==> src/source/soc_pkg.sv <==
// shared request/response structs, size codes and i/o map for the data-memory subsystem

package soc_pkg;

  // risc-v funct3 size codes for loads and stores
  localparam logic [2:0] SIZE_B  = 3'd0;  // signed byte
  localparam logic [2:0] SIZE_H  = 3'd1;  // signed halfword
  localparam logic [2:0] SIZE_W  = 3'd2;  // word
  localparam logic [2:0] SIZE_BU = 3'd4;  // unsigned byte
  localparam logic [2:0] SIZE_HU = 3'd5;  // unsigned halfword

  // address bit 28 set selects the i/o block, clear selects ram
  localparam int IO_SEL_BIT = 28;

  // word offsets inside the i/o block, only the low bit is decoded
  localparam int unsigned GPIO_OFFSET    = 0;  // read/write
  localparam int unsigned COUNTER_OFFSET = 1;  // read only

  // cpu-side request, one-cycle strobe
  typedef struct packed {
    logic        valid;   // request strobe
    logic        store;   // 1 = store, 0 = load
    logic [2:0]  funct3;  // size code
    logic [31:0] addr;    // byte address
    logic [31:0] wdata;   // store data, right-justified
  } mem_req_t;

  // word-level request after alignment
  typedef struct packed {
    logic        valid;   // request present this cycle
    logic        fault;   // misaligned or unknown size
    logic [3:0]  wmask;   // byte-write mask, zero for loads
    logic [29:0] waddr;   // word address
    logic [31:0] wdata;   // data moved onto its byte lanes
  } lane_req_t;

  // response, one cycle after the request edge
  typedef struct packed {
    logic        ready;   // request done
    logic        fault;   // request refused
    logic [31:0] rdata;   // load data, zero for stores
  } mem_resp_t;

endpackage

==> src/source/mem_decoder.sv <==
// address decode between ram and i/o, pending-target tracking and response pulse generation
`timescale 1ns/10ps

module mem_decoder (
  input  logic               clk,
  input  logic               rst,
  input  soc_pkg::lane_req_t lane,       // aligned request
  output logic [3:0]         ram_wmask,  // byte mask to the ram
  output logic [3:0]         io_wmask,   // byte mask to the i/o block
  input  logic [31:0]        ram_rdata,  // registered ram word
  input  logic [31:0]        io_rdata,   // registered i/o word
  output logic [31:0]        word,       // word of the target answering now
  output logic               ready,      // request accepted last edge
  output logic               fault       // request refused last edge
);

  // i/o select bit as seen in the word address
  localparam int IO_WORD_BIT = soc_pkg::IO_SEL_BIT - 2;

  logic is_io;     // current request targets the i/o block
  logic wr_ok;     // request may touch memory
  logic io_q;      // target of the request being answered
  logic ready_q;
  logic fault_q;

  assign is_io = lane.waddr[IO_WORD_BIT];
  assign wr_ok = lane.valid && !lane.fault;

  // loads already carry a zero mask, faults and idle cycles zeroed here
  assign ram_wmask = (wr_ok && !is_io) ? lane.wmask : 4'b0000;
  assign io_wmask  = (wr_ok && is_io)  ? lane.wmask : 4'b0000;

  // one stage, lines up with the read register in ram and i/o
  always_ff @(posedge clk) begin
    if (rst) begin
      io_q    <= 1'b0;
      ready_q <= 1'b0;
      fault_q <= 1'b0;
    end else begin
      io_q    <= is_io;
      ready_q <= wr_ok;
      fault_q <= lane.valid && lane.fault;
    end
  end

  assign word  = io_q ? io_rdata : ram_rdata;  // pick by the registered target
  assign ready = ready_q;
  assign fault = fault_q;

  // the two response pulses are exclusive
  a_no_double: assert property (
    @(posedge clk) disable iff (rst) !(ready && fault)
  ) else $error("mem_decoder: ready and fault high together");

endmodule

==> config.mk <==
export PLATFORM = sky130hd
export DESIGN_NAME = mem_decoder
export DESIGN_NICKNAME = d
export VERILOG_FILES = /design/src/source/soc_pkg.sv /design/src/source/mem_decoder.sv
export SDC_FILE = /design/constraint.sdc
export NUM_CORES = 1
export LEC_CHECK = 0
export BUFFER_PORTS_ARGS = -buffer_cell sky130_fd_sc_hd__buf_2
export CAP_MARGIN = 20
export CORE_AREA = 3 3 66 68
export DETAILED_ROUTE_END_ITERATION = 16
export DIE_AREA = 0 0 69 71
export MAX_ROUTING_LAYER = met4
export PLACE_DENSITY_LB_ADDON = 0.3
export SLEW_MARGIN = 20
export SYNTH_ARGS = -nofsm -noshare
export SYNTH_HDL_FRONTEND = slang
export SYNTH_SLANG_ARGS = --single-unit
==> constraint.sdc <==
create_clock -name clk -period 1.2 [get_ports clk]
set_input_delay 0.24 -clock clk [delete_from_list [all_inputs] [get_ports clk]]
set_output_delay 0.24 -clock clk [all_outputs]
set_load 0.01 [all_outputs]
==> summary.md <==
| Metric | Value |
|---|---|
| Hold path start | rst |
| Placed Cells | 212 |
| Worst setup margin | -0.265 ns |
| H-tree Lvls | 1 |
| DR vias | 894 |
| Starting DRT DRC Count | 9 |
| Seq/Total Area, Yosys | 8.50% |
| Via density per instance | 4.10 |
| Synthesis Warnings | 0 |
| Hold Path Cell Cnt | 2 |
| # diodes | 0 |
| Die height | 71 um |
| Initial core utilization | 18.1% |
| Fin util | 41.2% |
| Seq cells post-synth | 3 |
| First-pass GRT wire length | 4.30 mm |
| Number of synthesized flops with an enable pin | 0 |
| WP data required | 0.96 ns |
| Post-synth top cells | mux2_4 (30), and4b_1 (4), nor4bb_1 (4) |
| GRT overflow | 0 |
| Final min period | 1.46 ns |
| Failing checks | setup timing |
| Initial antenna violation count | 0 |
| Final hold violation count | 0 |
| TritonCTS Buffers | 3 |
| Rel. slew slack | 84.4% |
| IO buf count | 114 |
| Final setup viols | 32 |
| Post-detailed-route count of antenna-violating nets | 0 |
| PD cells | 616 nW/um2 |
| Fin nets | 303 |
| Critical Path Start Type | flop |
| CP Data Arrival Time | 1.22 ns |
| Hold slack | 0.210 ns |
| Layout cell share with drive strength beyond 1 | 91.7% |
| Async set-or-reset flop fraction in the synthesized netlist | 0% |
| Status | complete, but fails checks |
| Number of global-route vias before repair | 926 |
| # hold bufs at CTS | 0 |
| Unique masters post-synth | 10 |
| CTS clk-pin slew, worst paths | 0.03 ns |
| Std cell rows | 23 |
| Synth top area share | 63.7% |
| DIE WIDTH | 69 um |
| Detailed-route wire length | 2.76 mm |
| Syn_nets | 184 |
| Full die area | 4900 um2 |
| Primary FF master, synth | dfxtp_1 |
| CTS tree | yes |
| Count of pins over their slew limit | 0 |
| Number of iterations in the first detailed-routing pass | 4 |
| Syn avg cell area | 14.1 um2 |
| Largest net degree at the start of global routing | 14 |
| Num ports | 176 |
| WS Path Type | reg -> out |
| HP Class | in -> reg |
| Most frequent cell after synthesis | mux2_4 |
| Max VDD drop | 0.000544 V |
| Period utilization | 122% |
| RSZ-0062 raised after global routing | yes |
| Max clock buf depth | 2 |
| Max Fclk | 0.683 GHz |
| Synth area leaders | mux2_4 (64%), buf_12 (8.5%), dfxtp_1 (8.5%) |
| WL/cell | 12.7 um |
| Crit end category | output pin |
| Post-Syn Instances | 50 |
| Cell taking the most area after synthesis | mux2_4 |
| Max Fanout on Critical Path | 6 |
| Total of max-cap violations | 0 |
| Residual DRC | 0 |
| Layout Area Growth over Synthesis | 128% |
| Synthesized area | 707 um2 |
| Final non-filler cell total | 218 |
| Core box area | 3910 um2 |
| Critical path origin | io_q |
| Worst Max-Slew Pin Slew | 0.231 ns |
| Clk sinks | 3 |
| Leak | 0.905 nW |
| GP Congestion | 0.689 |
| Total GRT Usage | 11.0% |
| Root buffer cell | clkbuf_8 |
## routing by layer
| layer | part of all wire, % | track usage [%] | wire (um) |
|---|---|---|---|
| met5 | 0 | - | 0 |
| met2 | 46 | 18.3 | 1280 |
| met3 | 10 | 2.41 | 289 |
| met1 | 43 | 13.3 | 1180 |
| met4 | 0.47 | 3.25 | 13 |
## repair_timing
item	CTS	global route
setup buffers	0	0
setup endpoints to repair	32	32
gates resized for setup	30	8
gates cloned	1	1
## final timing paths
check	endpoint
max	word[1]
min	io_q
## registers in the layout, indices dropped and copies added, names as in the netlist
register,flops
io_q,1
fault,1
ready,1
## kinds of logic after synthesis
logic type / count (synthesis) / share of synthesized area (%)
buffers and inverters: 4 / 10.1
DFF: 3 / 8.50
muxes: 32 / 66.9
and+or+nand+nor: 11 / 14.5
## placed cells by master (no fill, tap or decap)
master,n
mux2_4,32
dfxtp_4,1
and4b_1,4
buf_16,1
clkbuf_16,1
dfxtp_1,2
clkbuf_1,1
nor4bb_1,4
buf_12,1
clkbuf_8,3
nor3b_1,1
buf_2,82
and3b_1,1
nor2b_1,1
buf_8,1
buf_6,32
## report_power, final
| part | internal, mW | switching [mW] |
|---|---|---|
| logic | 0.400 | 0.197 |
| clock network | 0.226 | 0.0604 |
| registers | 0.104 | 0.00673 |
## layout make-up
class / count / area (um2)
flip-flops and latches: 3 / 63.8
clock buffers: 4 / 45.0
repair buffers: 118 / 858
multi-input cells: 43 / 583
well taps: 50 / 62.6
fillers: 384 / 2300
## critical path, cell delays in order (launching register included)
cell and delay, ns:
dfxtp_4 0.41, clkbuf_16 0.18, mux2_4 0.30, buf_6 0.12
## stage by stage
| step | setup TNS [ns] | instance area, um2 | total power, mW | setup WS (ns) |
|---|---|---|---|---|
| 2_1_floorplan | 0 | 707 | 0.367 | 0.0764 |
| 3_3_place_gp | -1.31 | 1300 | 0.568 | -0.0564 |
| 3_5_place_dp | -1.41 | 1300 | 0.570 | -0.0605 |
| 4_1_cts | -8.38 | 1540 | 0.977 | -0.281 |
| 5_1_grt | -9.49 | 1610 | 1.06 | -0.311 |
| 6_report | -8.09 | 1610 | 0.994 | -0.265 |
Power figures use the tool's default switching activity.
