File: src/source/soc_pkg.sv
// shared request/response structs, size codes and i/o map for the data-memory subsystem

package soc_pkg;

  // risc-v funct3 size codes for loads and stores
  localparam logic [2:0] SIZE_B  = 3'd0;  // signed byte
  localparam logic [2:0] SIZE_H  = 3'd1;  // signed halfword
  localparam logic [2:0] SIZE_W  = 3'd2;  // word
  localparam logic [2:0] SIZE_BU = 3'd4;  // unsigned byte
  localparam logic [2:0] SIZE_HU = 3'd5;  // unsigned halfword

  // address bit 28 set selects the i/o block, clear selects ram
  localparam int IO_SEL_BIT = 28;

  // word offsets inside the i/o block, only the low bit is decoded
  localparam int unsigned GPIO_OFFSET    = 0;  // read/write
  localparam int unsigned COUNTER_OFFSET = 1;  // read only

  // cpu-side request, one-cycle strobe
  typedef struct packed {
    logic        valid;   // request strobe
    logic        store;   // 1 = store, 0 = load
    logic [2:0]  funct3;  // size code
    logic [31:0] addr;    // byte address
    logic [31:0] wdata;   // store data, right-justified
  } mem_req_t;

  // word-level request after alignment
  typedef struct packed {
    logic        valid;   // request present this cycle
    logic        fault;   // misaligned or unknown size
    logic [3:0]  wmask;   // byte-write mask, zero for loads
    logic [29:0] waddr;   // word address
    logic [31:0] wdata;   // data moved onto its byte lanes
  } lane_req_t;

  // response, one cycle after the request edge
  typedef struct packed {
    logic        ready;   // request done
    logic        fault;   // request refused
    logic [31:0] rdata;   // load data, zero for stores
  } mem_resp_t;

endpackage

File: src/source/io_regs.sv
// small i/o register block with a gpio output register and a free-running cycle counter
`timescale 1ns/10ps

module io_regs (
  input  logic        clk,
  input  logic        rst,
  input  logic        word_sel,  // low bit of the i/o word offset
  input  logic [31:0] wdata,     // lane-shifted store data
  input  logic [3:0]  wmask,     // byte-write mask, zero unless an i/o store
  output logic [31:0] rdata,     // registered read of the selected word
  output logic [31:0] gpio       // gpio output pins
);

  logic [31:0] gpio_q;   // gpio output register
  logic [31:0] counter;  // cycles since reset
  logic        gpio_sel; // request addresses the gpio word

  assign gpio_sel = (word_sel == soc_pkg::GPIO_OFFSET[0]);

  // gpio written byte by byte, counter word ignores writes
  always_ff @(posedge clk) begin
    if (rst) begin
      gpio_q <= 32'd0;
    end else begin
      for (int i = 0; i < 4; i++) begin
        if (gpio_sel && wmask[i]) begin
          gpio_q[8*i +: 8] <= wdata[8*i +: 8];
        end
      end
    end
  end

  always_ff @(posedge clk) begin
    if (rst) begin
      counter <= 32'd0;
    end else begin
      counter <= counter + 32'd1;  // wraps after 2^32 cycles
    end
  end

  // value as it stood at the request edge, same timing as the ram
  always_ff @(posedge clk) begin
    if (word_sel == soc_pkg::COUNTER_OFFSET[0]) begin
      rdata <= counter;
    end else begin
      rdata <= gpio_q;  // old gpio on a same-edge write
    end
  end

  assign gpio = gpio_q;

endmodule

File: config.mk
export PLATFORM = sky130hd
export DESIGN_NAME = io_regs
export DESIGN_NICKNAME = d
export VERILOG_FILES = /design/src/source/soc_pkg.sv /design/src/source/io_regs.sv
export SDC_FILE = /design/constraint.sdc
export NUM_CORES = 1
export LEC_CHECK = 0
export CAP_MARGIN = 20
export CORE_MARGIN = 5
export CORE_UTILIZATION = 55
export DETAILED_ROUTE_END_ITERATION = 10
export DONT_BUFFER_PORTS = 1
export HOLD_SLACK_MARGIN = 0.08
export MAX_ROUTING_LAYER = met4
export PLACE_DENSITY = 0.78
export SLEW_MARGIN = 20
export SYNTH_ARGS = -nofsm -noshare
export SYNTH_HDL_FRONTEND = slang
export SYNTH_SLANG_ARGS = --single-unit
export TNS_END_PERCENT = 50
File: constraint.sdc
create_clock -name clk -period 2.16 [get_ports clk]
set_clock_uncertainty 0.1 [all_clocks]
set_input_delay 0 -clock clk [delete_from_list [all_inputs] [get_ports clk]]
set_output_delay 0 -clock clk [all_outputs]
set_load 0.05 [all_outputs]
==> reports/qor.yml <==
sta:
  fin_setup_tns_ps: 0
  fin_worst_hold_slack_ps: 417
  timing.final.crit_period_ps: 2030
  final_max_slew_viol_count: 0
  max_freq_ghz: 0.492
  worst-slew-pin-transition_ps: 568
  rsz0062_at_grt: "false"
  part_of_the_cycle_the_worst_path_needs: 0.940
  max-slew-margin-rel: 0.621
  finalSetupViolations: 0
  final-hold-violation-count: 0
worst_setup_path:
  crit_end_category: "flip-flop"
  critical_path.max_fanout: 10
  critPathArrivalTime_ps: 2170
  worst_setup_path_start_kind: "flip-flop"
  critPathKind: "flip-flop to flip-flop"
  timing.critical_path.required_ps: 2300
hold_path:
  worst_hold_path_type: "flip-flop to flip-flop"
floorplanning:
  core-area_um2: 6350
  fp.dieArea_um2: 8260
  die_x_um: 90.9
  placement_rows: 29
  io-pin-count: 103
  die_height_um: 90.9
  initial_core_util: 0.566
yosys:
  post_synth_main_area_contributors: "dfxtp_1 53%, mux2_2 10%, mux2i_1 8.9%, nor2_1 5.9%, xnor2_1 4.1%"
  main_combinational_cell_family_by_area_after_synthesis: "multiplexers"
  synth_warnings: 0
  postSynthNetCount: 381
  post_synth_and_or_nand_nor_area_fraction: 0.172
  synthesis.instances: 341
  synth_compound_gate_area_share: 0.0230
  post_synth_xor_area_fraction: 0.0511
  yosys-mux-area-fraction: 0.192
  netlist.area_leader.share: 0.534
  synth_largest_area_cell: "dfxtp_1"
  synth_adder_area_share: 0.00348
  synth_sequential_area_ratio: 0.534
  syn-mean-instance-area_um2: 10.5
  syn-cell-area_um2: 3600
  ys_dominant_reg_cell: "dfxtp_1"
  edff_count_synth: 0
  synthArstFlopShare: 0
  synth-seq-cells: 96
  synth.distinct_cells: 32
status:
  status: "finished clean"
cells_and_area:
  fin_cells: 498
  most_common_library_cell_in_the_layout_ignoring_fill_and_taps: "dfxtp_1"
  layout_common_cells: "94 x dfxtp_1, 69 x dlygate4sd3_1, 57 x nor2_1"
  antenna-diode-count: 0
  drive_above_1_share: 0.171
  area_growth_syn_to_layout_pct: 28.6
  final_nets: 456
  final_design_area_no_fill_um2: 4620
placed_design:
  dp_hpwl_um: 4780
  io_buffers: 0
  post-place-cells: 411
  gp_congestion: 0.736
  detailed_place.area_um2: 3710
routing:
  routed-via-count: 2705
  drcViolationCount: 0
  vias_per_cell: 5.43
  drtPass1Iterations: 4
  wire_per_inst_um: 16.5
  drt_first_iter_violations: 139
  finalWirelength_um: 8210
  final_antenna_net_count: 0
global_route:
  grt_max_degree: 66
  gr-total-overflow: 0
  via_count_of_the_first_global_routing_pass: 2767
  global_route.usage.total: 0.204
  wire_length_of_the_first_global_routing_pass_um: 13400
  antenna_found_initial: 0
clock_network:
  h-tree-depth: 3
  cts_buffer_depth: 2
  path_clk_slew_ps: 90
  cts_buffers: 9
  tritoncts: "done"
  ctsRootBufferMaster: "clkbuf_8"
  postCtsSetupRepairBufs: 0
  insertion_delay_ps: 350
  tritoncts_num_sinks: 96
power_and_ir_drop:
  pwr_density_cell_nw_per_um2: 726
  leakagePower_nw: 1.71
  worst_ir_drop_vdd_mv: 0.528
flow_run:
  max-cap-violations: 0
-- sequential cells by signal, indices dropped and copies added, names as in the netlist --
signal	flops
gpio	32
rdata	32
counter	32
-- synthesized netlist by cell type (all sizes together), types with 4 or more instances --
| library cell | number |
|---|---|
| nand2 | 10 |
| nand4 | 6 |
| nor3 | 8 |
| mux2 | 33 |
| nor2b | 6 |
| xor2 | 4 |
| dfxtp | 96 |
| nor4 | 5 |
| o21ai | 7 |
| or3 | 7 |
| nor2 | 57 |
| a21oi | 8 |
| xnor2 | 17 |
| nand3 | 12 |
| clkbuf | 16 |
| mux2i | 32 |
| inv | 4 |
-- metal layers --
layer,global-route usage,part of all wire,up-vias
li1,-,-,1321
met1,0.226,0.41,1281
met2,0.352,0.52,90
met3,0.0592,0.057,13
met4,0.0648,0.017,0
met5,-,0,-
-- cell families after synthesis --
group           Yosys count
simple gates            120
compound gates           16
mux                      65
flops                    96
buf+inv                  22
xor+xnor                 21
fa+ha+maj                 1
-- worst max-delay path, stage by stage (launching register included) --
cell and delay, ps:
dfxtp_1 390, ha_1 190, nand4_1 140, or4_4 590
nor3_1 290, xnor2_1 160, nor2_1 50
-- power by group --
group	internal [W]	total [W]	switching, W
registers	0.00182	0.00204	0.000214
clock network	0.000446	0.00104	0.000596
logic	0.000174	0.000276	0.000101
-- path summary, 6_finish.rpt --
| check | from | end | slack (ps) | cells past startpoint |
|---|---|---|---|---|
| setup / recovery | counter[1] | counter[28] | 130 | 6 |
| hold / removal | counter[31] | rdata[31] | 420 | 1 |
| setup reg to reg | counter[1] | counter[28] | 130 | 6 |
| hold reg to reg | counter[31] | rdata[31] | 420 | 1 |
-- area by class of cell --
class	count	area, um^2
sequential	96	1920
timing repair buffer	82	821
tap	77	96.3
fill	472	1730
clock buffer	11	141
clock inverter	5	32.5
inverter	4	15.0
multi-input combinational	223	1590
-- timing repair --
item,CTS,global route
resized for setup,0,3
hold buffers,71,0
hold endpoints to repair,96,0
setup endpoints to repair,0,10
-- per-stage QoR --
stage | utilization | power, W | worst slack, ps
2_1_floorplan | - | 0.00218 | 168
3_3_place_gp | 0.584 | 0.00218 | 102
3_5_place_dp | 0.584 | 0.00219 | 42.8
4_1_cts | 0.727 | 0.00336 | 16.5
5_1_grt | 0.728 | 0.00349 | 14.5
6_report | 0.728 | 0.00336 | 130
Note: power is estimated with default switching activity, not from simulation.
