`config.mk`:
```
export PLATFORM = sky130hd
export DESIGN_NAME = load_align
export DESIGN_NICKNAME = d
export VERILOG_FILES = /design/src/source/soc_pkg.sv /design/src/source/load_align.sv
export SDC_FILE = /design/constraint.sdc
export NUM_CORES = 1
export LEC_CHECK = 0
export ABC_CLOCK_PERIOD_IN_PS = 5650
export BUFFER_PORTS_ARGS = -buffer_cell sky130_fd_sc_hd__buf_2
export CAP_MARGIN = 0
export CORE_UTILIZATION = 45
export CTS_CLUSTER_DIAMETER = 80
export DETAILED_ROUTE_END_ITERATION = 8
export PLACE_DENSITY = 0.92
export SKIP_CTS_REPAIR_TIMING = 1
export SYNTH_ARGS = -nofsm -noshare
export SYNTH_HDL_FRONTEND = slang
export SYNTH_SLANG_ARGS = --single-unit
```
`constraint.sdc`:
```
create_clock -name clk -period 5.65 [get_ports clk]
set_input_delay 1.13 -clock clk [delete_from_list [all_inputs] [get_ports clk]]
set_output_delay 1.13 -clock clk [all_outputs]
set_load 0.05 [all_outputs]
```
`src/source/soc_pkg.sv`:
```
// shared request/response structs, size codes and i/o map for the data-memory subsystem

package soc_pkg;

  // risc-v funct3 size codes for loads and stores
  localparam logic [2:0] SIZE_B  = 3'd0;  // signed byte
  localparam logic [2:0] SIZE_H  = 3'd1;  // signed halfword
  localparam logic [2:0] SIZE_W  = 3'd2;  // word
  localparam logic [2:0] SIZE_BU = 3'd4;  // unsigned byte
  localparam logic [2:0] SIZE_HU = 3'd5;  // unsigned halfword

  // address bit 28 set selects the i/o block, clear selects ram
  localparam int IO_SEL_BIT = 28;

  // word offsets inside the i/o block, only the low bit is decoded
  localparam int unsigned GPIO_OFFSET    = 0;  // read/write
  localparam int unsigned COUNTER_OFFSET = 1;  // read only

  // cpu-side request, one-cycle strobe
  typedef struct packed {
    logic        valid;   // request strobe
    logic        store;   // 1 = store, 0 = load
    logic [2:0]  funct3;  // size code
    logic [31:0] addr;    // byte address
    logic [31:0] wdata;   // store data, right-justified
  } mem_req_t;

  // word-level request after alignment
  typedef struct packed {
    logic        valid;   // request present this cycle
    logic        fault;   // misaligned or unknown size
    logic [3:0]  wmask;   // byte-write mask, zero for loads
    logic [29:0] waddr;   // word address
    logic [31:0] wdata;   // data moved onto its byte lanes
  } lane_req_t;

  // response, one cycle after the request edge
  typedef struct packed {
    logic        ready;   // request done
    logic        fault;   // request refused
    logic [31:0] rdata;   // load data, zero for stores
  } mem_resp_t;

endpackage

```
`src/source/load_align.sv`:
```
// load data shifter that moves the addressed bytes down and sign- or zero-extends them
`timescale 1ns/10ps

module load_align (
  input  logic        clk,
  input  logic        rst,
  input  logic [1:0]  lane_offset,  // byte offset of the request
  input  logic [2:0]  funct3,       // size code of the request
  input  logic        store,        // request is a store
  input  logic [31:0] word,         // word returned by the target
  output logic [31:0] rdata         // aligned load data
);

  logic [1:0]  offset_q;  // offset of the access being answered
  logic [2:0]  funct3_q;  // its size code
  logic        store_q;   // its store flag
  logic [31:0] shifted;   // addressed bytes moved to bit 0

  // captured at the request edge, used while the word comes back
  always_ff @(posedge clk) begin
    if (rst) begin
      offset_q <= 2'd0;
      funct3_q <= soc_pkg::SIZE_W;
      store_q  <= 1'b0;
    end else begin
      offset_q <= lane_offset;
      funct3_q <= funct3;
      store_q  <= store;
    end
  end

  assign shifted = word >> {offset_q, 3'b000};  // offset in bytes to bits

  always_comb begin
    if (store_q) begin
      rdata = 32'd0;  // stores return no data
    end else begin
      case (funct3_q)
        soc_pkg::SIZE_B:  rdata = {{24{shifted[7]}}, shifted[7:0]};
        soc_pkg::SIZE_BU: rdata = {24'd0, shifted[7:0]};
        soc_pkg::SIZE_H:  rdata = {{16{shifted[15]}}, shifted[15:0]};
        soc_pkg::SIZE_HU: rdata = {16'd0, shifted[15:0]};
        default:          rdata = shifted;  // word, offset is 0 here
      endcase
    end
  end

endmodule

```
==> flow_metrics.py, run 1 <==
metrics = {
    "place": {
        "pre_cts_ws_ns": 1.97,
        "numPortBuffers": 71,
        "dpl_cell_area_um2": 1390,
        "dp.cells": 224,
        "gp_congestion": 0.884,
        "dp_hpwl_um": 2520,
    },
    "worst_setup_path": {
        "worstPathArrival_ns": 2.81,
        "cp-start-kind": "register",
        "slowest_stage": "dfxtp_1",
        "crit_chain": "nor2b_1 > a32oi_1 > buf_4 > o211ai_1 > buf_2",
        "crit_type": "register to output port",
        "worst_path_largest_cell_delay_ns": 1.08,
        "critPathCaptureType": "output port",
        "required_ns": 4.52,
        "crit_path_max_fanout": 30,
    },
    "sta": {
        "worstMarginPinSlew_ns": 1.16,
        "min_period_over_period_pct": 69.7,
        "clock.fmax_mhz": 254,
        "setup_slack_ns": 1.71,
        "slew_violations": 0,
        "rsz0062_at_grt": "false",
        "finalHoldViolCount": 0,
        "setup_viol": 0,
        "slew_headroom_pct": 22.9,
        "fin_tns_setup_ns": 0,
        "fin_crit_ns": 3.94,
    },
    "cells_and_area": {
        "instances_no_fill": 227,
        "fin_nets": 241,
        "antenna_cells": 0,
        "fillers": 211,
        "layout-drive-gt1-share_pct": 53.3,
        "finalInstanceArea_um2": 1420,
        "syn2layout_area_growth_pct": 32.6,
    },
    "global_routing": {
        "grt_remaining_overflow": 0,
        "use_met1_pct": 32.9,
        "top_usage_layer": "met2",
        "first_global_vias": 1154,
        "grt_pass1_wl_um": 5060,
        "antenna_found_initial": 0,
        "use_met3_pct": 4.24,
        "grt_max_degree": 31,
        "grt_use_met2_pct": 42.7,
        "track_usage_pct": 25.6,
    },
    "route": {
        "via_count": 1281,
        "via_per_inst": 5.64,
        "dr.pass1.iters": 4,
        "final_antenna_net_count": 0,
        "drt-wirelength-per-cell_um": 13.9,
        "finalWirelength_um": 3160,
        "first_iter_violations": 28,
        "route.detailed.drc": 0,
    },
    "yosys": {
        "synthCells": 137,
        "synth-seq-cells": 6,
        "synth_top_area_share_pct": 13.1,
        "syn-cell-area_um2": 1070,
        "synth_area_leaders": "mux2i_1 13%, o211ai_2 12%, dfxtp_1 11%",
        "ys.warnings.count": 0,
        "avgSynthCellArea_um2": 7.79,
        "yosys.area.top_type": "mux2i_1",
        "synth_nets": 177,
        "synth_cell_type_count": 27,
        "ys_seq_area_share_pct": 11.3,
    },
    "clock_network": {
        "cts_max_path_buffers": 2,
        "cts_tree": "yes",
        "numCtsBuffers": 3,
        "h-tree-depth": 1,
        "clk_root_buffer_cell": "clkbuf_4",
        "cts_num_sinks": 6,
        "clk_pin_slew_ns": 0.05,
    },
    "die": {
        "die_width_um": 50.7,
        "pin_count": 72,
        "core_um2": 2230,
        "die-area_um2": 2570,
        "initial_core_util_pct": 47.8,
        "die_h_um": 50.7,
        "fp-row-count": 17,
    },
    "job": {
        "cap_violations": 0,
    },
    "power": {
        "ir_drop_uv": 138,
        "p_per_area_nw_per_um2": 206,
        "p_leak_uw": 0.000688,
    },
    "min_path": {
        "hold_path_class": "input port to register",
    },
    "status": {
        "outcome": "complete, no violations",
    },
}
## metrics by stage
stage	hold WS, ns	power (uW)	util (%)
6_report	1.08	291	63.4
5_1_grt	1.09	307	63.4
4_1_cts	1.07	292	63.4
3_5_place_dp	1.33	253	62.4
3_3_place_gp	1.33	250	62.4
2_1_floorplan	1.20	205	-
## registers in the layout, indices dropped and copies added, names as in the netlist
register / count
store_q: 1
offset_q: 2
funct3_q: 3
## path summary, 6_finish.rpt
kind | startpoint | to | slack (ns) | depth (start not counted)
worst min-delay path | funct3[1] | funct3_q[1] | 1.08 | 2
worst max-delay path | offset_q[0] | rdata[17] | 1.71 | 5
## final cells by class
| type | count | area (um2) | area share (%) |
|---|---|---|---|
| inverter | 1 | 3.75 | 0.265 |
| sequential | 6 | 120 | 8.49 |
| clock buffer | 3 | 22.5 | 1.59 |
| timing repair buffer | 72 | 363 | 25.6 |
| multi-input combinational | 117 | 871 | 61.5 |
| tap | 28 | 35.0 | 2.48 |
## cells in the final DEF, fill, tap and decap left out, types with 2 or more instances in the layout
master	n
a211oi_1	7
a21oi_1	15
buf_2	71
clkbuf_4	3
dfxtp_1	6
mux2_2	10
mux2i_1	14
nand2_1	17
nor2_1	9
nor2b_1	8
o211ai_1	6
o211ai_2	10
or2_2	8
or3_1	2
## worst max-delay path: cells and delay by family (launching register included)
| kind | cells | cell delay, ns |
|---|---|---|
| and+or+nand+nor | 1 | 0.55 |
| DFF | 1 | 1.08 |
| AOI/OAI and AO/OA | 2 | 0.40 |
| buffers and inverters | 2 | 0.54 |
## metal layers
metal	share of wire, %	wire length (um)
met3	6.4	203
met4	1.8	57
met2	46	1470
met5	0	0
met1	45	1430
## cells by family (layout without fill, tap and decap cells)
logic type | Yosys count | count (layout) | synth area share, %
AOI/OAI and AO/OA | 42 | 42 | 30.8
xor gates and xnor gates | 1 | 1 | 0.821
buffers and inverters | 14 | 76 | 7.15
DFF | 6 | 6 | 11.3
muxes | 25 | 25 | 25.8
and+or+nand+nor | 49 | 49 | 24.1
## where the power goes
part	internal (uW)	total (uW)	switching [uW]
clock	24.0	38.4	14.5
sequential	44.8	53.6	8.81
combinational	59.8	199	140
total	129	291	163
## synth_stat cells
master and count:
clkbuf_1 4, or2_2 8, a32oi_1 1, nand2_1 17, inv_1 1, or3_1 2, a211oi_1 7, o31a_1 1
nor2b_1 8, nor2_1 9, a21oi_1 15, and3_1 1, o211ai_2 10, nor3b_1 1, o211ai_1 6, mux4_2 1
nor4b_2 1, a2bb2oi_1 1, mux2_2 10, xor2_1 1, buf_6 2, dfxtp_1 6, buf_2 7, nor3_1 1
or4b_4 1, o21ai_0 1, mux2i_1 14
Note: power is estimated with default switching activity, not from simulation.
==> run 2: changes to the inputs <==
--- a/config.mk
+++ b/config.mk
@@ -5,13 +5,13 @@
 export SDC_FILE = /design/constraint.sdc
 export NUM_CORES = 1
 export LEC_CHECK = 0
-export ABC_CLOCK_PERIOD_IN_PS = 5650
+export ABC_CLOCK_PERIOD_IN_PS = 3400
 export BUFFER_PORTS_ARGS = -buffer_cell sky130_fd_sc_hd__buf_2
 export CAP_MARGIN = 0
-export CORE_UTILIZATION = 45
+export CORE_UTILIZATION = 38
 export CTS_CLUSTER_DIAMETER = 80
 export DETAILED_ROUTE_END_ITERATION = 8
-export PLACE_DENSITY = 0.92
+export PLACE_DENSITY = 0.83
 export SKIP_CTS_REPAIR_TIMING = 1
 export SYNTH_ARGS = -nofsm -noshare
 export SYNTH_HDL_FRONTEND = slang
==> constraint.sdc (replaced) <==
create_clock -name clk -period 3.4 [get_ports clk]
set_input_delay 0.68 -clock clk [delete_from_list [all_inputs] [get_ports clk]]
set_output_delay 0.68 -clock clk [all_outputs]
set_load 0.05 [all_outputs]
==> run 2 against run 1 <==
Against the previous run:
- non-clock buffer count rose by 2
- design area rose by 1.2%
- clock power rose by 63%
- hold slack got worse by 0.45 ns
- count of clock-buffer cells in the layout did not move
- via count rose by 0.78%
- wire length rose by 2.5%
- highest routed layer unchanged
==> flow_metrics.py, run 2 (synthesized netlist as in run 1, its figures left out) <==
metrics = {
    "status": {
        "outcome": "complete, no violations",
    },
    "cells_and_area": {
        "syn2layout_area_growth_pct": 34.2,
        "fillers": 270,
        "reg_top3": "funct3_q (3), offset_q (2), store_q (1)",
        "finalInstanceArea_um2": 1430,
        "final_common_cell": "buf_2",
        "layout_common_cells": "71 x buf_2, 17 x nand2_1, 15 x a21oi_1, 14 x mux2i_1",
        "antenna_cells": 0,
        "finish.utilization_pct": 55.8,
        "top_register": "funct3_q",
        "layout-drive-gt1-share_pct": 53.7,
        "largest_reg_flops": 3,
        "fin_nets": 243,
    },
    "sta": {
        "slew_headroom_pct": 50.6,
        "setup_slack_ns": 0.225,
        "setup_viol": 0,
        "min_period_over_period_pct": 93.4,
        "fin_tns_setup_ns": 0,
        "finalHoldViolCount": 0,
        "rsz0062_at_grt": "false",
        "worstMarginPinSlew_ns": 0.739,
        "clock.fmax_mhz": 315,
        "slew_violations": 0,
        "fin_crit_ns": 3.18,
    },
    "power": {
        "p_leak_uw": 0.000697,
        "p_per_area_nw_per_um2": 338,
        "ir_drop_uv": 231,
    },
    "die": {
        "pin_count": 72,
        "die-area_um2": 3020,
        "initial_core_util_pct": 41.6,
        "die_h_um": 55.0,
        "fp-row-count": 18,
        "die_width_um": 55.0,
        "core_um2": 2570,
    },
    "global_routing": {
        "grt_pass1_wl_um": 4820,
        "track_usage_pct": 21.7,
        "first_global_vias": 1099,
        "antenna_found_initial": 0,
        "grt_remaining_overflow": 0,
        "grt_max_degree": 18,
    },
    "place": {
        "gp_congestion": 0.914,
        "dp_hpwl_um": 2620,
        "pre_cts_ws_ns": 0.533,
        "numPortBuffers": 71,
        "dpl_cell_area_um2": 1410,
    },
    "worst_setup_path": {
        "crit_type": "register to output port",
        "required_ns": 2.72,
        "cp-start-kind": "register",
        "crit_path_max_fanout": 15,
        "critPathCaptureType": "output port",
        "worstPathArrival_ns": 2.50,
    },
    "route": {
        "drt-wirelength-per-cell_um": 14.0,
        "via_per_inst": 5.59,
        "finalWirelength_um": 3240,
        "via_count": 1291,
        "route.detailed.drc": 0,
        "final_antenna_net_count": 0,
        "dr.pass1.iters": 4,
        "first_iter_violations": 26,
    },
    "job": {
        "cap_violations": 0,
    },
    "clock_network": {
        "clk_pin_slew_ns": 0.04,
        "numCtsBuffers": 3,
        "cts_tree": "yes",
        "cts_num_sinks": 6,
        "h-tree-depth": 1,
        "cts_max_path_buffers": 2,
        "clk_root_buffer_cell": "clkbuf_4",
    },
    "min_path": {
        "hold_path_class": "input port to register",
    },
}
[run 2: cell types whose count changed in the layout (fill, tap and decap cells not counted)]
cell   before  now
buf_4       1    3
[run 2: area by class of cell]
cell class / count / area, um2 / area share [%]
Multi-Input combinational cell: 117 / 871 / 60.8
Timing Repair Buffer: 74 / 378 / 26.4
Sequential cell: 6 / 120 / 8.38
Tap cell: 30 / 37.5 / 2.62
Clock buffer: 3 / 22.5 / 1.57
Inverter: 1 / 3.75 / 0.262
[run 2: routing by layer]
metal  vias up  global-route usage (%)  part of all wire, %
met2        68                    35.7                   45
met4         0                    8.33                  2.5
met5         -                       0                    0
met3        10                    1.91                  7.0
li1        637                       -                    -
met1       576                    29.1                   45
[run 2: through the flow]
stage / instances / hold slack [ns] / power (uW)
global placement: 228 / 0.870 / 419
global route: 231 / 0.642 / 509
floorplan: 137 / 0.752 / 340
detailed placement: 228 / 0.869 / 422
finish: 231 / 0.627 / 485
CTS: 231 / 0.621 / 487
[run 2: final timing paths]
check                 slack, ns     endpoint  depth (start not counted)        start
worst min-delay path       0.63  funct3_q[1]                          2    funct3[1]
worst max-delay path       0.22    rdata[12]                          4  offset_q[1]
[run 2: where the power goes]
group	internal (uW)	switching [uW]	leakage, uW
Sequential	74.5	11.3	0.0000500
Clock	39.7	22.8	0.0000138
Combinational	101	236	0.000634
[run 2: critical path, cell delays in order (launching register included)]
cell and delay [ns]:
dfxtp_1 0.76, mux4_2 0.60, a2bb2oi_1 0.56, a21oi_1 0.09, buf_2 0.24
