<file path="config.mk">
export PLATFORM = sky130hd
export DESIGN_NAME = store_align
export DESIGN_NICKNAME = d
export VERILOG_FILES = /design/src/source/soc_pkg.sv /design/src/source/store_align.sv
export SDC_FILE = /design/constraint.sdc
export NUM_CORES = 1
export LEC_CHECK = 0
export ABC_AREA = 1
export BUFFER_PORTS_ARGS = -buffer_cell sky130_fd_sc_hd__buf_2
export CAP_MARGIN = 20
export CORE_AREA = 2 2 53 55
export DETAILED_ROUTE_END_ITERATION = 10
export DIE_AREA = 0 0 55 57
export PLACE_DENSITY = 0.95
export SLEW_MARGIN = 15
export SYNTH_ARGS = -nofsm -noshare
export SYNTH_HDL_FRONTEND = slang
export SYNTH_SLANG_ARGS = --single-unit
</file>
<file path="constraint.sdc">
create_clock -name vclk -period 2.6
set_input_delay 0.52 -clock vclk [all_inputs]
set_output_delay 0.52 -clock vclk [all_outputs]
set_load 0.005 [all_outputs]
</file>
<file path="src/source/soc_pkg.sv">
// shared request/response structs, size codes and i/o map for the data-memory subsystem

package soc_pkg;

  // risc-v funct3 size codes for loads and stores
  localparam logic [2:0] SIZE_B  = 3'd0;  // signed byte
  localparam logic [2:0] SIZE_H  = 3'd1;  // signed halfword
  localparam logic [2:0] SIZE_W  = 3'd2;  // word
  localparam logic [2:0] SIZE_BU = 3'd4;  // unsigned byte
  localparam logic [2:0] SIZE_HU = 3'd5;  // unsigned halfword

  // address bit 28 set selects the i/o block, clear selects ram
  localparam int IO_SEL_BIT = 28;

  // word offsets inside the i/o block, only the low bit is decoded
  localparam int unsigned GPIO_OFFSET    = 0;  // read/write
  localparam int unsigned COUNTER_OFFSET = 1;  // read only

  // cpu-side request, one-cycle strobe
  typedef struct packed {
    logic        valid;   // request strobe
    logic        store;   // 1 = store, 0 = load
    logic [2:0]  funct3;  // size code
    logic [31:0] addr;    // byte address
    logic [31:0] wdata;   // store data, right-justified
  } mem_req_t;

  // word-level request after alignment
  typedef struct packed {
    logic        valid;   // request present this cycle
    logic        fault;   // misaligned or unknown size
    logic [3:0]  wmask;   // byte-write mask, zero for loads
    logic [29:0] waddr;   // word address
    logic [31:0] wdata;   // data moved onto its byte lanes
  } lane_req_t;

  // response, one cycle after the request edge
  typedef struct packed {
    logic        ready;   // request done
    logic        fault;   // request refused
    logic [31:0] rdata;   // load data, zero for stores
  } mem_resp_t;

endpackage

</file>
<file path="src/source/store_align.sv">
// combinational alignment check and byte-lane placement of a cpu load/store request
`timescale 1ns/10ps

module store_align (
  input  soc_pkg::mem_req_t  req,   // request from the cpu side
  output soc_pkg::lane_req_t lane   // word address, mask and lane data
);

  logic [1:0]  offset;      // byte offset inside the word
  logic        size_ok;     // funct3 is one of the five known codes
  logic        misaligned;  // access crosses its natural boundary
  logic [3:0]  base_mask;   // mask for offset 0, shifted below
  logic [31:0] lane_data;   // store data copied onto every lane it may hit

  assign offset = req.addr[1:0];

  always_comb begin
    size_ok    = 1'b1;
    misaligned = 1'b0;
    base_mask  = 4'b0000;
    lane_data  = req.wdata;
    case (req.funct3)
      soc_pkg::SIZE_B, soc_pkg::SIZE_BU: begin
        base_mask = 4'b0001;                 // any offset is fine
        lane_data = {4{req.wdata[7:0]}};     // byte on all four lanes
      end
      soc_pkg::SIZE_H, soc_pkg::SIZE_HU: begin
        misaligned = offset[0];              // odd address
        base_mask  = 4'b0011;
        lane_data  = {2{req.wdata[15:0]}};   // half on both half lanes
      end
      soc_pkg::SIZE_W: begin
        misaligned = |offset;                // must be a multiple of 4
        base_mask  = 4'b1111;
      end
      default: begin
        size_ok = 1'b0;                      // reserved code
      end
    endcase
  end

  assign lane.valid = req.valid;
  assign lane.fault = req.valid && (!size_ok || misaligned);
  assign lane.wmask = req.store ? (base_mask << offset) : 4'b0000;  // loads write nothing
  assign lane.waddr = req.addr[31:2];
  assign lane.wdata = lane_data;

endmodule

</file>
==> flow_summary.rst, run 1 <==
.. list-table::
   :header-rows: 1

   * - Metric
     - Value
   * - CLK BUF
     - 0
   * - Antenna fix cells
     - 0
   * - Sum of internal, switching and leakage power
     - 0.142 mW
   * - Top area cells in the synthesized netlist
     - buf_4 39%, nand2_1 29%, o21ai_0 5.4%
   * - Yosys top cell area share
     - 0.394
   * - Critical Path Sink Type
     - primary output
   * - DRC errors left
     - 0
   * - Overall fraction of global-route tracks in use
     - 0.129
   * - Number of max-slew violations in the final report
     - 0
   * - Total wirelength of the detailed-routed design
     - 2240 um
   * - Mapped Area
     - 743 um2
   * - Critical path fanouts, max
     - 18
   * - Data required, critical path
     - 2.08 ns
   * - Detailed Routing Iterations Pass 1
     - 4
   * - Number of different library cells in the post-synthesis netlist
     - 15
   * - Number of instances in the synthesized netlist
     - 142
   * - Hpwl dp
     - 1840 um
   * - Result of the run
     - complete, no violations
   * - Hold wc startpoint
     - req[38]
   * - Leakage component of the power
     - 0.590 nW
   * - Via count of the first global-routing pass
     - 770
   * - Slew of the pin with the lowest slew margin
     - 0.522 ns
   * - Width of the chip
     - 55 um
   * - Most numerous cell in the Yosys netlist
     - nand2_1
   * - Antenna violations before repair
     - 0
   * - Seq Cell Count
     - 0
   * - Mean Syn Cell Area
     - 5.23 um2
   * - Die Footprint
     - 3140 um2
   * - Launching element type of the critical path
     - primary input
   * - Share of the yosys chip area belonging to registers
     - 0
   * - Worst Hold End
     - lane[36]
   * - Worst Hold Depth
     - 0
   * - Worst Slack Setup Final
     - 0.478 ns
   * - Cells after DPL
     - 208
   * - Maximum number of pins on one net before global-route repair
     - 19
   * - Starting DRC count in detailed routing
     - 11
   * - Final cell area excluding filler cells
     - 850 um2
   * - Fraction of layout cells with a size suffix above 1
     - 0.469
   * - Synth-to-layout area growth
     - 14.3%
   * - Number of endpoints failing setup at the final stage
     - 0
   * - Min cycle time layout
     - 2.12 ns
   * - Routability cong.
     - 0.687
   * - Max-cap violations
     - 0
   * - Utilization after layout
     - 0.325
   * - Total core area
     - 2620 um2
   * - Post-cts gate resize count
     - 0
   * - Port-buffer cells
     - 77
   * - Class of the most critical setup path
     - primary input to primary output
   * - Number of nets in the layout
     - 248
   * - Largest area contributor in the netlist
     - buf_4
   * - Final standard cell count with taps included and fillers excluded
     - 208
   * - Data arrival time of the critical path
     - 1.60 ns
   * - Filler Cells Inserted
     - 320
   * - Worst-case hold slack
     - 1.04 ns
   * - Row Count
     - 19
   * - Final ANT Viol Nets
     - 0
   * - Yosys synthesis warning count
     - 0
   * - Post-synth top cells
     - 58 x nand2_1, 39 x buf_4, 9 x inv_1, 8 x o21ai_0
   * - GR Overflow Total
     - 0
   * - Register cell area after layout
     - 0 um2
   * - Hold buffers post-CTS
     - 0
   * - Accumulated negative setup slack
     - 0 ns
   * - Vertical die dimension
     - 57 um
   * - Hold Fails Final Rpt
     - 0
   * - Vias post-DR
     - 936
   * - Wire length of the first global-routing pass
     - 3120 um
   * - Highest Clock Rate
     - 471 MHz
   * - Headroom to the max-slew limit
     - 0.652
   * - Syn_nets
     - 211
   * - Number of placed I/O pins
     - 137
   * - Post-CTS setup buffers
     - 0
   * - Setup repair after global routing missed its margin
     - false
   * - Post-DR vias/cell
     - 4.50
   * - Effective utilization at floorplan
     - 0.284
   * - Min-Delay Path Class
     - primary input to primary output
   * - Crit share post-route
     - 0.816
   * - DP Worst Slack
     - 0.441 ns
   * - Area occupied by multi-input gates
     - 373 um2
   * - Wire length per cell
     - 10.8 um
   * - Power density normalized to cell area
     - 167 nW/um2
   * - Standard cell area after detailed placement
     - 850 um2
   * - Worst IR drop on VDD
     - 92.0 uV
routing by layer:
layer  routed length [um]  track usage  vias to the layer above
li1                     -            -                      470
met1                  835        0.147                      403
met2                 1100        0.235                       45
met3                  218      0.00785                       18
met4                   89       0.0557                        0
met5                    0            0                        -
kinds of logic (layout without fill, tap and decap cells):
group	Yosys count	count (layout)	synth area share
AO/OA/AOI/OAI	14	14	0.109
AND/OR/NAND/NOR	74	74	0.392
buffers and inverters	54	89	0.498
worst max-delay path, stage by stage:
cell and delay (ns):
buf_2 0.21, nor2_2 0.47, nand2_1 0.13, o211ai_1 0.12, buf_2 0.14
final cells by class:
class | count | area share
Timing Repair Buffer | 78 | 0.462
Multi-Input combinational cell | 88 | 0.439
Inverter | 11 | 0.0530
Tap cell | 31 | 0.0457
power by group:
part           switching [mW]  internal, mW
combinational          0.0734        0.0689
sequential                  0             0
clock                       0             0
total                  0.0734        0.0689
how the worst max path moves through the flow:
stage,startpoint,end,slack [ns],cells after the start
4_1_cts,req[65],lane[31],0.44,5
3_3_place_gp,req[65],lane[25],0.45,5
3_5_place_dp,req[65],lane[31],0.44,5
5_1_grt,req[65],lane[25],0.32,5
6_report,req[65],lane[25],0.48,5
2_1_floorplan,req[65],lane[25],0.99,5
placed cells by master (no fill, tap or decap):
master	instances
nand2_2	1
inv_1	9
buf_4	1
clkinv_2	1
nand2_1	58
nand3_1	7
inv_4	1
a21oi_2	1
buf_2	77
o21ai_0	8
nor2_1	7
o21ai_1	2
o211ai_1	3
nor2_2	1
(Power assumes the default switching activity.)
==> run 2: changes to the inputs <==
CORE_AREA = not set   (was 2 2 53 55)
CORE_UTILIZATION = 28   (was not set)
DIE_AREA = not set   (was 0 0 55 57)
clock period = 2 ns   (was 2.6 ns; I/O delays follow)
==> flow_summary.rst, run 2 (synthesis gave the netlist of run 1 again) <==
.. list-table::
   :header-rows: 1

   * - Metric
     - Value
   * - Wire length of the first global-routing pass
     - 3180 um (was 3120 um)
   * - Hold wc startpoint
     - req[34] (was req[38])
   * - Power density normalized to cell area
     - 217 nW/um2 (was 167 nW/um2)
   * - Commonest cells after routing, fill and taps aside
     - 77 x buf_2, 58 x nand2_1, 9 x inv_1, 8 x o21ai_0 (unchanged)
   * - Synth-to-layout area growth
     - 16.2% (was 14.3%)
   * - Seq Cell Count
     - 0 (unchanged)
   * - Part of the power in the clock network
     - 0 (about the same)
   * - Internal Dissipation
     - 0.0922 mW (was 0.0689 mW)
   * - Cell Chain, Critical Path
     - buf_2 -> buf_4 -> nand3_1 -> nand2_1 -> nand2_1 -> nand2_1 -> nand2_1 -> inv_1 -> buf_2 (was buf_2 -> nor2_2 -> nand2_1 -> o211ai_1 -> buf_2)
   * - Met3 layer wire length in the routed design
     - 247 um (was 218 um)
   * - Min cycle time layout
     - 1.78 ns
   * - CLK BUF
     - 0 (unchanged)
   * - Fraction of layout cells with a size suffix above 1
     - 0.475 (was 0.469)
   * - Max-cap violations
     - 0 (unchanged)
   * - Vias post-DR
     - 945 (was 936)
   * - Worst IR drop on VDD
     - 92.5 uV (was 92.0 uV)
   * - Register cell area after layout
     - 0 um2 (unchanged)
   * - Sequential cell fraction of total power
     - 0 (about the same)
   * - Hold buffers post-CTS
     - 0 (unchanged)
   * - Net Sw Frac
     - 0.508 (was 0.516)
   * - Wire length per cell
     - 10.6 um (was 10.8 um)
   * - Die Footprint
     - 2860 um2 (was 3140 um2)
   * - Width of the chip
     - 53.5 um (was 55 um)
   * - Accumulated negative setup slack
     - 0 ns (unchanged)
   * - Start point of the critical path
     - req[65] (unchanged)
   * - Met2 wirelength from detailed routing
     - 1050 um (was 1100 um)
   * - Highest Clock Rate
     - 562 MHz
   * - Crit share post-route
     - 0.890
   * - Min-Delay Path Class
     - primary input to primary output (unchanged)
   * - Part of the total power dissipated in combinational logic
     - 1.000 (about the same)
   * - Number of endpoints failing setup at the final stage
     - 0 (unchanged)
   * - Antenna fix cells
     - 0 (unchanged)
   * - Uppermost layer routed
     - met4 (unchanged)
   * - Hpwl dp
     - 1850 um (was 1840 um)
   * - Vertical die dimension
     - 53.5 um (was 57 um)
   * - DRC errors left
     - 0 (unchanged)
   * - Detailed Routing Iterations Pass 1
     - 4 (unchanged)
   * - Critical path buffer and inverter count
     - 4 (was 2)
   * - Effective utilization at floorplan
     - 0.297 (was 0.284)
   * - Launching element type of the critical path
     - primary input (unchanged)
   * - Number of nets in the layout
     - 250 (was 248)
   * - Leakage component of the power
     - 0.600 nW (was 0.590 nW)
   * - Critical path fanouts, max
     - 16 (was 18)
   * - Class of the most critical setup path
     - primary input to primary output (unchanged)
   * - Crit-path slowest cell
     - buf_4 (was nor2_2)
   * - Final ANT Viol Nets
     - 0 (unchanged)
   * - Hold Fails Final Rpt
     - 0 (unchanged)
   * - Top cell family by delay on the critical path
     - buffers and inverters (was simple AND/OR/NAND/NOR gates)
   * - Setup repair after global routing missed its margin
     - false (unchanged)
   * - Result of the run
     - complete, no violations (unchanged)
   * - Delay contributed by the slowest stage of the critical path
     - 0.25 ns (was 0.47 ns)
   * - Headroom to the max-slew limit
     - 0.848 (was 0.652)
   * - Total wirelength of the detailed-routed design
     - 2220 um (was 2240 um)
   * - Port-buffer cells
     - 77 (unchanged)
   * - Overall fraction of global-route tracks in use
     - 0.143 (was 0.129)
   * - Maximum number of pins on one net before global-route repair
     - 17 (was 19)
   * - Post-DR vias/cell
     - 4.52 (was 4.50)
   * - Sum of internal, switching and leakage power
     - 0.187 mW (was 0.142 mW)
   * - Row Count
     - 18 (was 19)
   * - Post-CTS setup buffers
     - 0 (unchanged)
   * - Slew of the pin with the lowest slew margin
     - 0.226 ns (was 0.522 ns)
   * - Most common cell after layout, fill and taps aside
     - buf_2 (unchanged)
   * - GR Overflow Total
     - 0 (unchanged)
   * - Switching Power
     - 0.0951 mW (was 0.0734 mW)
   * - Data arrival time of the critical path
     - 1.38 ns (was 1.60 ns)
   * - Total core area
     - 2500 um2 (was 2620 um2)
   * - Via count of the first global-routing pass
     - 755 (was 770)
   * - Post-cts gate resize count
     - 0 (unchanged)
   * - Crit-path most repeated cell
     - nand2_1 (was buf_2)
   * - Critical Path Sink Type
     - primary output (unchanged)
   * - Data required, critical path
     - 1.60 ns (was 2.08 ns)
   * - Starting DRC count in detailed routing
     - 12 (was 11)
   * - Routability cong.
     - 0.621 (was 0.687)
   * - Antenna violations before repair
     - 0 (unchanged)
   * - Wire length on met1
     - 860 um (was 835 um)
   * - DP Worst Slack
     - 0.213 ns (was 0.441 ns)
   * - Number of max-slew violations in the final report
     - 0 (unchanged)
   * - Number of placed I/O pins
     - 137 (unchanged)
   * - Worst Slack Setup Final
     - 0.220 ns (was 0.478 ns)
run 2: cell count changes in the layout (fill, tap and decap cells not counted):
cell / before / now
buf_4: 1 / 3
run 2: power by group through the flow:
stage                     combinational (mW)  clock [mW]  sequential, mW
final                                  0.187           0               0
after global routing                   0.213           0               0
after global placement                 0.188           0               0
after CTS                              0.190           0               0
after detailed placement               0.190           0               0
after floorplan                        0.144           0               0
run 2: metrics by stage:
step | hold slack, ns | utilization | instances | area [um2]
after floorplan | 0.871 | - | 142 | 743
after global placement | 0.800 | 0.345 | 209 | 863
after detailed placement | 0.800 | 0.345 | 209 | 863
after CTS | 0.800 | 0.345 | 209 | 863
after global routing | 0.800 | 0.345 | 209 | 863
final | 0.800 | 0.345 | 209 | 863
run 2: area by class of cell:
class                           instances  area, um2
Fill cell                             293       1640
Timing Repair Buffer                   80        408
Multi-Input combinational cell         88        373
Inverter                               11       45.0
Tap cell                               30       37.5
run 2: layer usage:
metal | vias up | track usage
li1 | 473 | -
met1 | 402 | 0.162
met4 | 0 | 0.0395
met5 | - | 0
met3 | 10 | 0.0374
met2 | 60 | 0.260
run 2: worst paths after layout:
kind	endpoint	cells after the start
max	lane[64]	9
min	lane[32]	0
==> run 3: changes to the inputs <==
CORE_ASPECT_RATIO = 0.8   (was not set)
==> flow_summary.rst, run 3 (synthesis gave the netlist of run 1 again) <==
.. list-table::
   :header-rows: 1

   * - Metric
     - Value
   * - Number of nets in the layout
     - 250 (unchanged)
   * - Maximum number of pins on one net before global-route repair
     - 17 (unchanged)
   * - Synth-to-layout area growth
     - 17.2% (was 16.2%)
   * - Crit share post-route
     - 0.861 (was 0.890)
   * - Number of placed I/O pins
     - 137 (unchanged)
   * - Standard cell area after detailed placement
     - 871 um2 (was 863 um2)
   * - Final cell area excluding filler cells
     - 871 um2 (was 863 um2)
   * - Effective utilization at floorplan
     - 0.299 (was 0.297)
   * - Port-buffer cells
     - 77 (unchanged)
   * - Data required, critical path
     - 1.60 ns (about the same)
   * - Power density normalized to cell area
     - 218 nW/um2 (was 217 nW/um2)
   * - Slew of the pin with the lowest slew margin
     - 0.191 ns (was 0.226 ns)
   * - Final standard cell count with taps included and fillers excluded
     - 215 (was 209)
   * - Worst IR drop on VDD
     - 73.3 uV (was 92.5 uV)
   * - Overall fraction of global-route tracks in use
     - 0.138 (was 0.143)
   * - Accumulated negative setup slack
     - 0 ns (unchanged)
   * - Width of the chip
     - 59.6 um (was 53.5 um)
   * - Seq Cell Count
     - 0 (unchanged)
   * - Leakage component of the power
     - 0.600 nW (unchanged)
   * - Hold buffers post-CTS
     - 0 (unchanged)
   * - Met3 Resource Use GR
     - 0.0432 (was 0.0374)
   * - Post-DR vias/cell
     - 4.27 (was 4.52)
   * - CLK BUF
     - 0 (unchanged)
   * - Wire length of the first global-routing pass
     - 2990 um (was 3180 um)
   * - DRC errors left
     - 0 (unchanged)
   * - Net Sw Frac
     - 0.514 (was 0.508)
   * - Die Footprint
     - 2870 um2 (was 2860 um2)
   * - Critical path fanouts, max
     - 10 (was 16)
   * - Commonest cells after routing, fill and taps aside
     - 77 x buf_2, 58 x nand2_1, 9 x inv_1, 8 x o21ai_0 (unchanged)
   * - Final ANT Viol Nets
     - 0 (unchanged)
   * - Most common cell after layout, fill and taps aside
     - buf_2 (unchanged)
   * - Result of the run
     - complete, no violations (unchanged)
   * - Post-CTS setup buffers
     - 0 (unchanged)
   * - Starting DRC count in detailed routing
     - 25 (was 12)
   * - Hpwl dp
     - 1820 um (was 1850 um)
   * - Data arrival time of the critical path
     - 1.32 ns (was 1.38 ns)
   * - Most Used Layer, Global Route
     - met2 (unchanged)
   * - Min-Delay Path Class
     - primary input to primary output (unchanged)
   * - Hold Fails Final Rpt
     - 0 (unchanged)
   * - Register cell area after layout
     - 0 um2 (unchanged)
   * - Min cycle time layout
     - 1.72 ns (was 1.78 ns)
   * - Row Count
     - 16 (was 18)
   * - Total core area
     - 2480 um2 (was 2500 um2)
   * - GR Overflow Total
     - 0 (unchanged)
   * - Highest Clock Rate
     - 581 MHz (was 562 MHz)
   * - Max-cap violations
     - 0 (unchanged)
   * - Part of the power in the clock network
     - 0 (about the same)
   * - Fraction of layout cells with a size suffix above 1
     - 0.475 (unchanged)
   * - Routability cong.
     - 0.615 (was 0.621)
   * - Sequential cell fraction of total power
     - 0 (about the same)
   * - Antenna fix cells
     - 0 (unchanged)
   * - Critical Path Sink Type
     - primary output (unchanged)
   * - Cells after DPL
     - 215 (was 209)
   * - Post-cts gate resize count
     - 0 (unchanged)
   * - Detailed Routing Iterations Pass 1
     - 4 (unchanged)
   * - Setup repair after global routing missed its margin
     - false (unchanged)
   * - Fraction of met1 tracks used by global routing
     - 0.181 (was 0.162)
   * - Switching Power
     - 0.0975 mW (was 0.0951 mW)
   * - Via count of the first global-routing pass
     - 667 (was 755)
   * - Worst-case hold slack
     - 0.800 ns (unchanged)
   * - Launching element type of the critical path
     - primary input (unchanged)
   * - Part of the total power dissipated in combinational logic
     - 1.000 (about the same)
   * - Class of the most critical setup path
     - primary input to primary output (unchanged)
   * - Met2 track demand over resource
     - 0.225 (was 0.260)
   * - Internal Dissipation
     - 0.0923 mW (was 0.0922 mW)
   * - Wire length per cell
     - 10.5 um (was 10.6 um)
   * - Antenna violations before repair
     - 0 (unchanged)
   * - Vias post-DR
     - 918 (was 945)
   * - Number of max-slew violations in the final report
     - 0 (unchanged)
   * - Total wirelength of the detailed-routed design
     - 2270 um (was 2220 um)
   * - Headroom to the max-slew limit
     - 0.872 (was 0.848)
   * - Vertical die dimension
     - 48.1 um (was 53.5 um)
   * - Number of endpoints failing setup at the final stage
     - 0 (unchanged)
[run 3: power groups by stage]
stage          Combinational [mW]  Sequential (mW)  Clock, mW
6_report                    0.190                0          0
3_3_place_gp                0.189                0          0
4_1_cts                     0.192                0          0
3_5_place_dp                0.191                0          0
5_1_grt                     0.216                0          0
2_1_floorplan               0.144                0          0
[run 3: routing by layer]
metal | up-vias | part of all wire | wire [um]
li1 | 475 | - | -
met1 | 383 | 0.46 | 1030
met2 | 56 | 0.45 | 1010
met3 | 4 | 0.095 | 216
met4 | 0 | 0.0035 | 8
met5 | - | 0 | 0
[run 3: area by class of cell]
class / count / area [um2]
multi-input combinational: 88 / 373
inverter: 11 / 45.0
fill: 302 / 1610
timing repair buffer: 80 / 408
tap: 36 / 45.0
[run 3: metrics by stage]
stage,total power [mW],utilization,setup slack (ns)
floorplan,0.144,-,0.629
global placement,0.189,0.351,0.323
detailed placement,0.191,0.351,0.258
CTS,0.192,0.351,0.257
global route,0.216,0.351,0.146
finish,0.190,0.351,0.279
[run 3: final timing paths]
check  startpoint  endpoint  slack [ns]  cells after the start
max       req[65]  lane[64]        0.28                      9
min       req[35]  lane[33]        0.80                      0
[run 3: critical path: stages]
cell	delay (ns)
buf_2	0.20
inv_4	0.10
nand2_2	0.13
clkinv_2	0.13
nand3_1	0.09
nand2_1	0.05
nand2_1	0.06
inv_1	0.04
buf_2	0.11
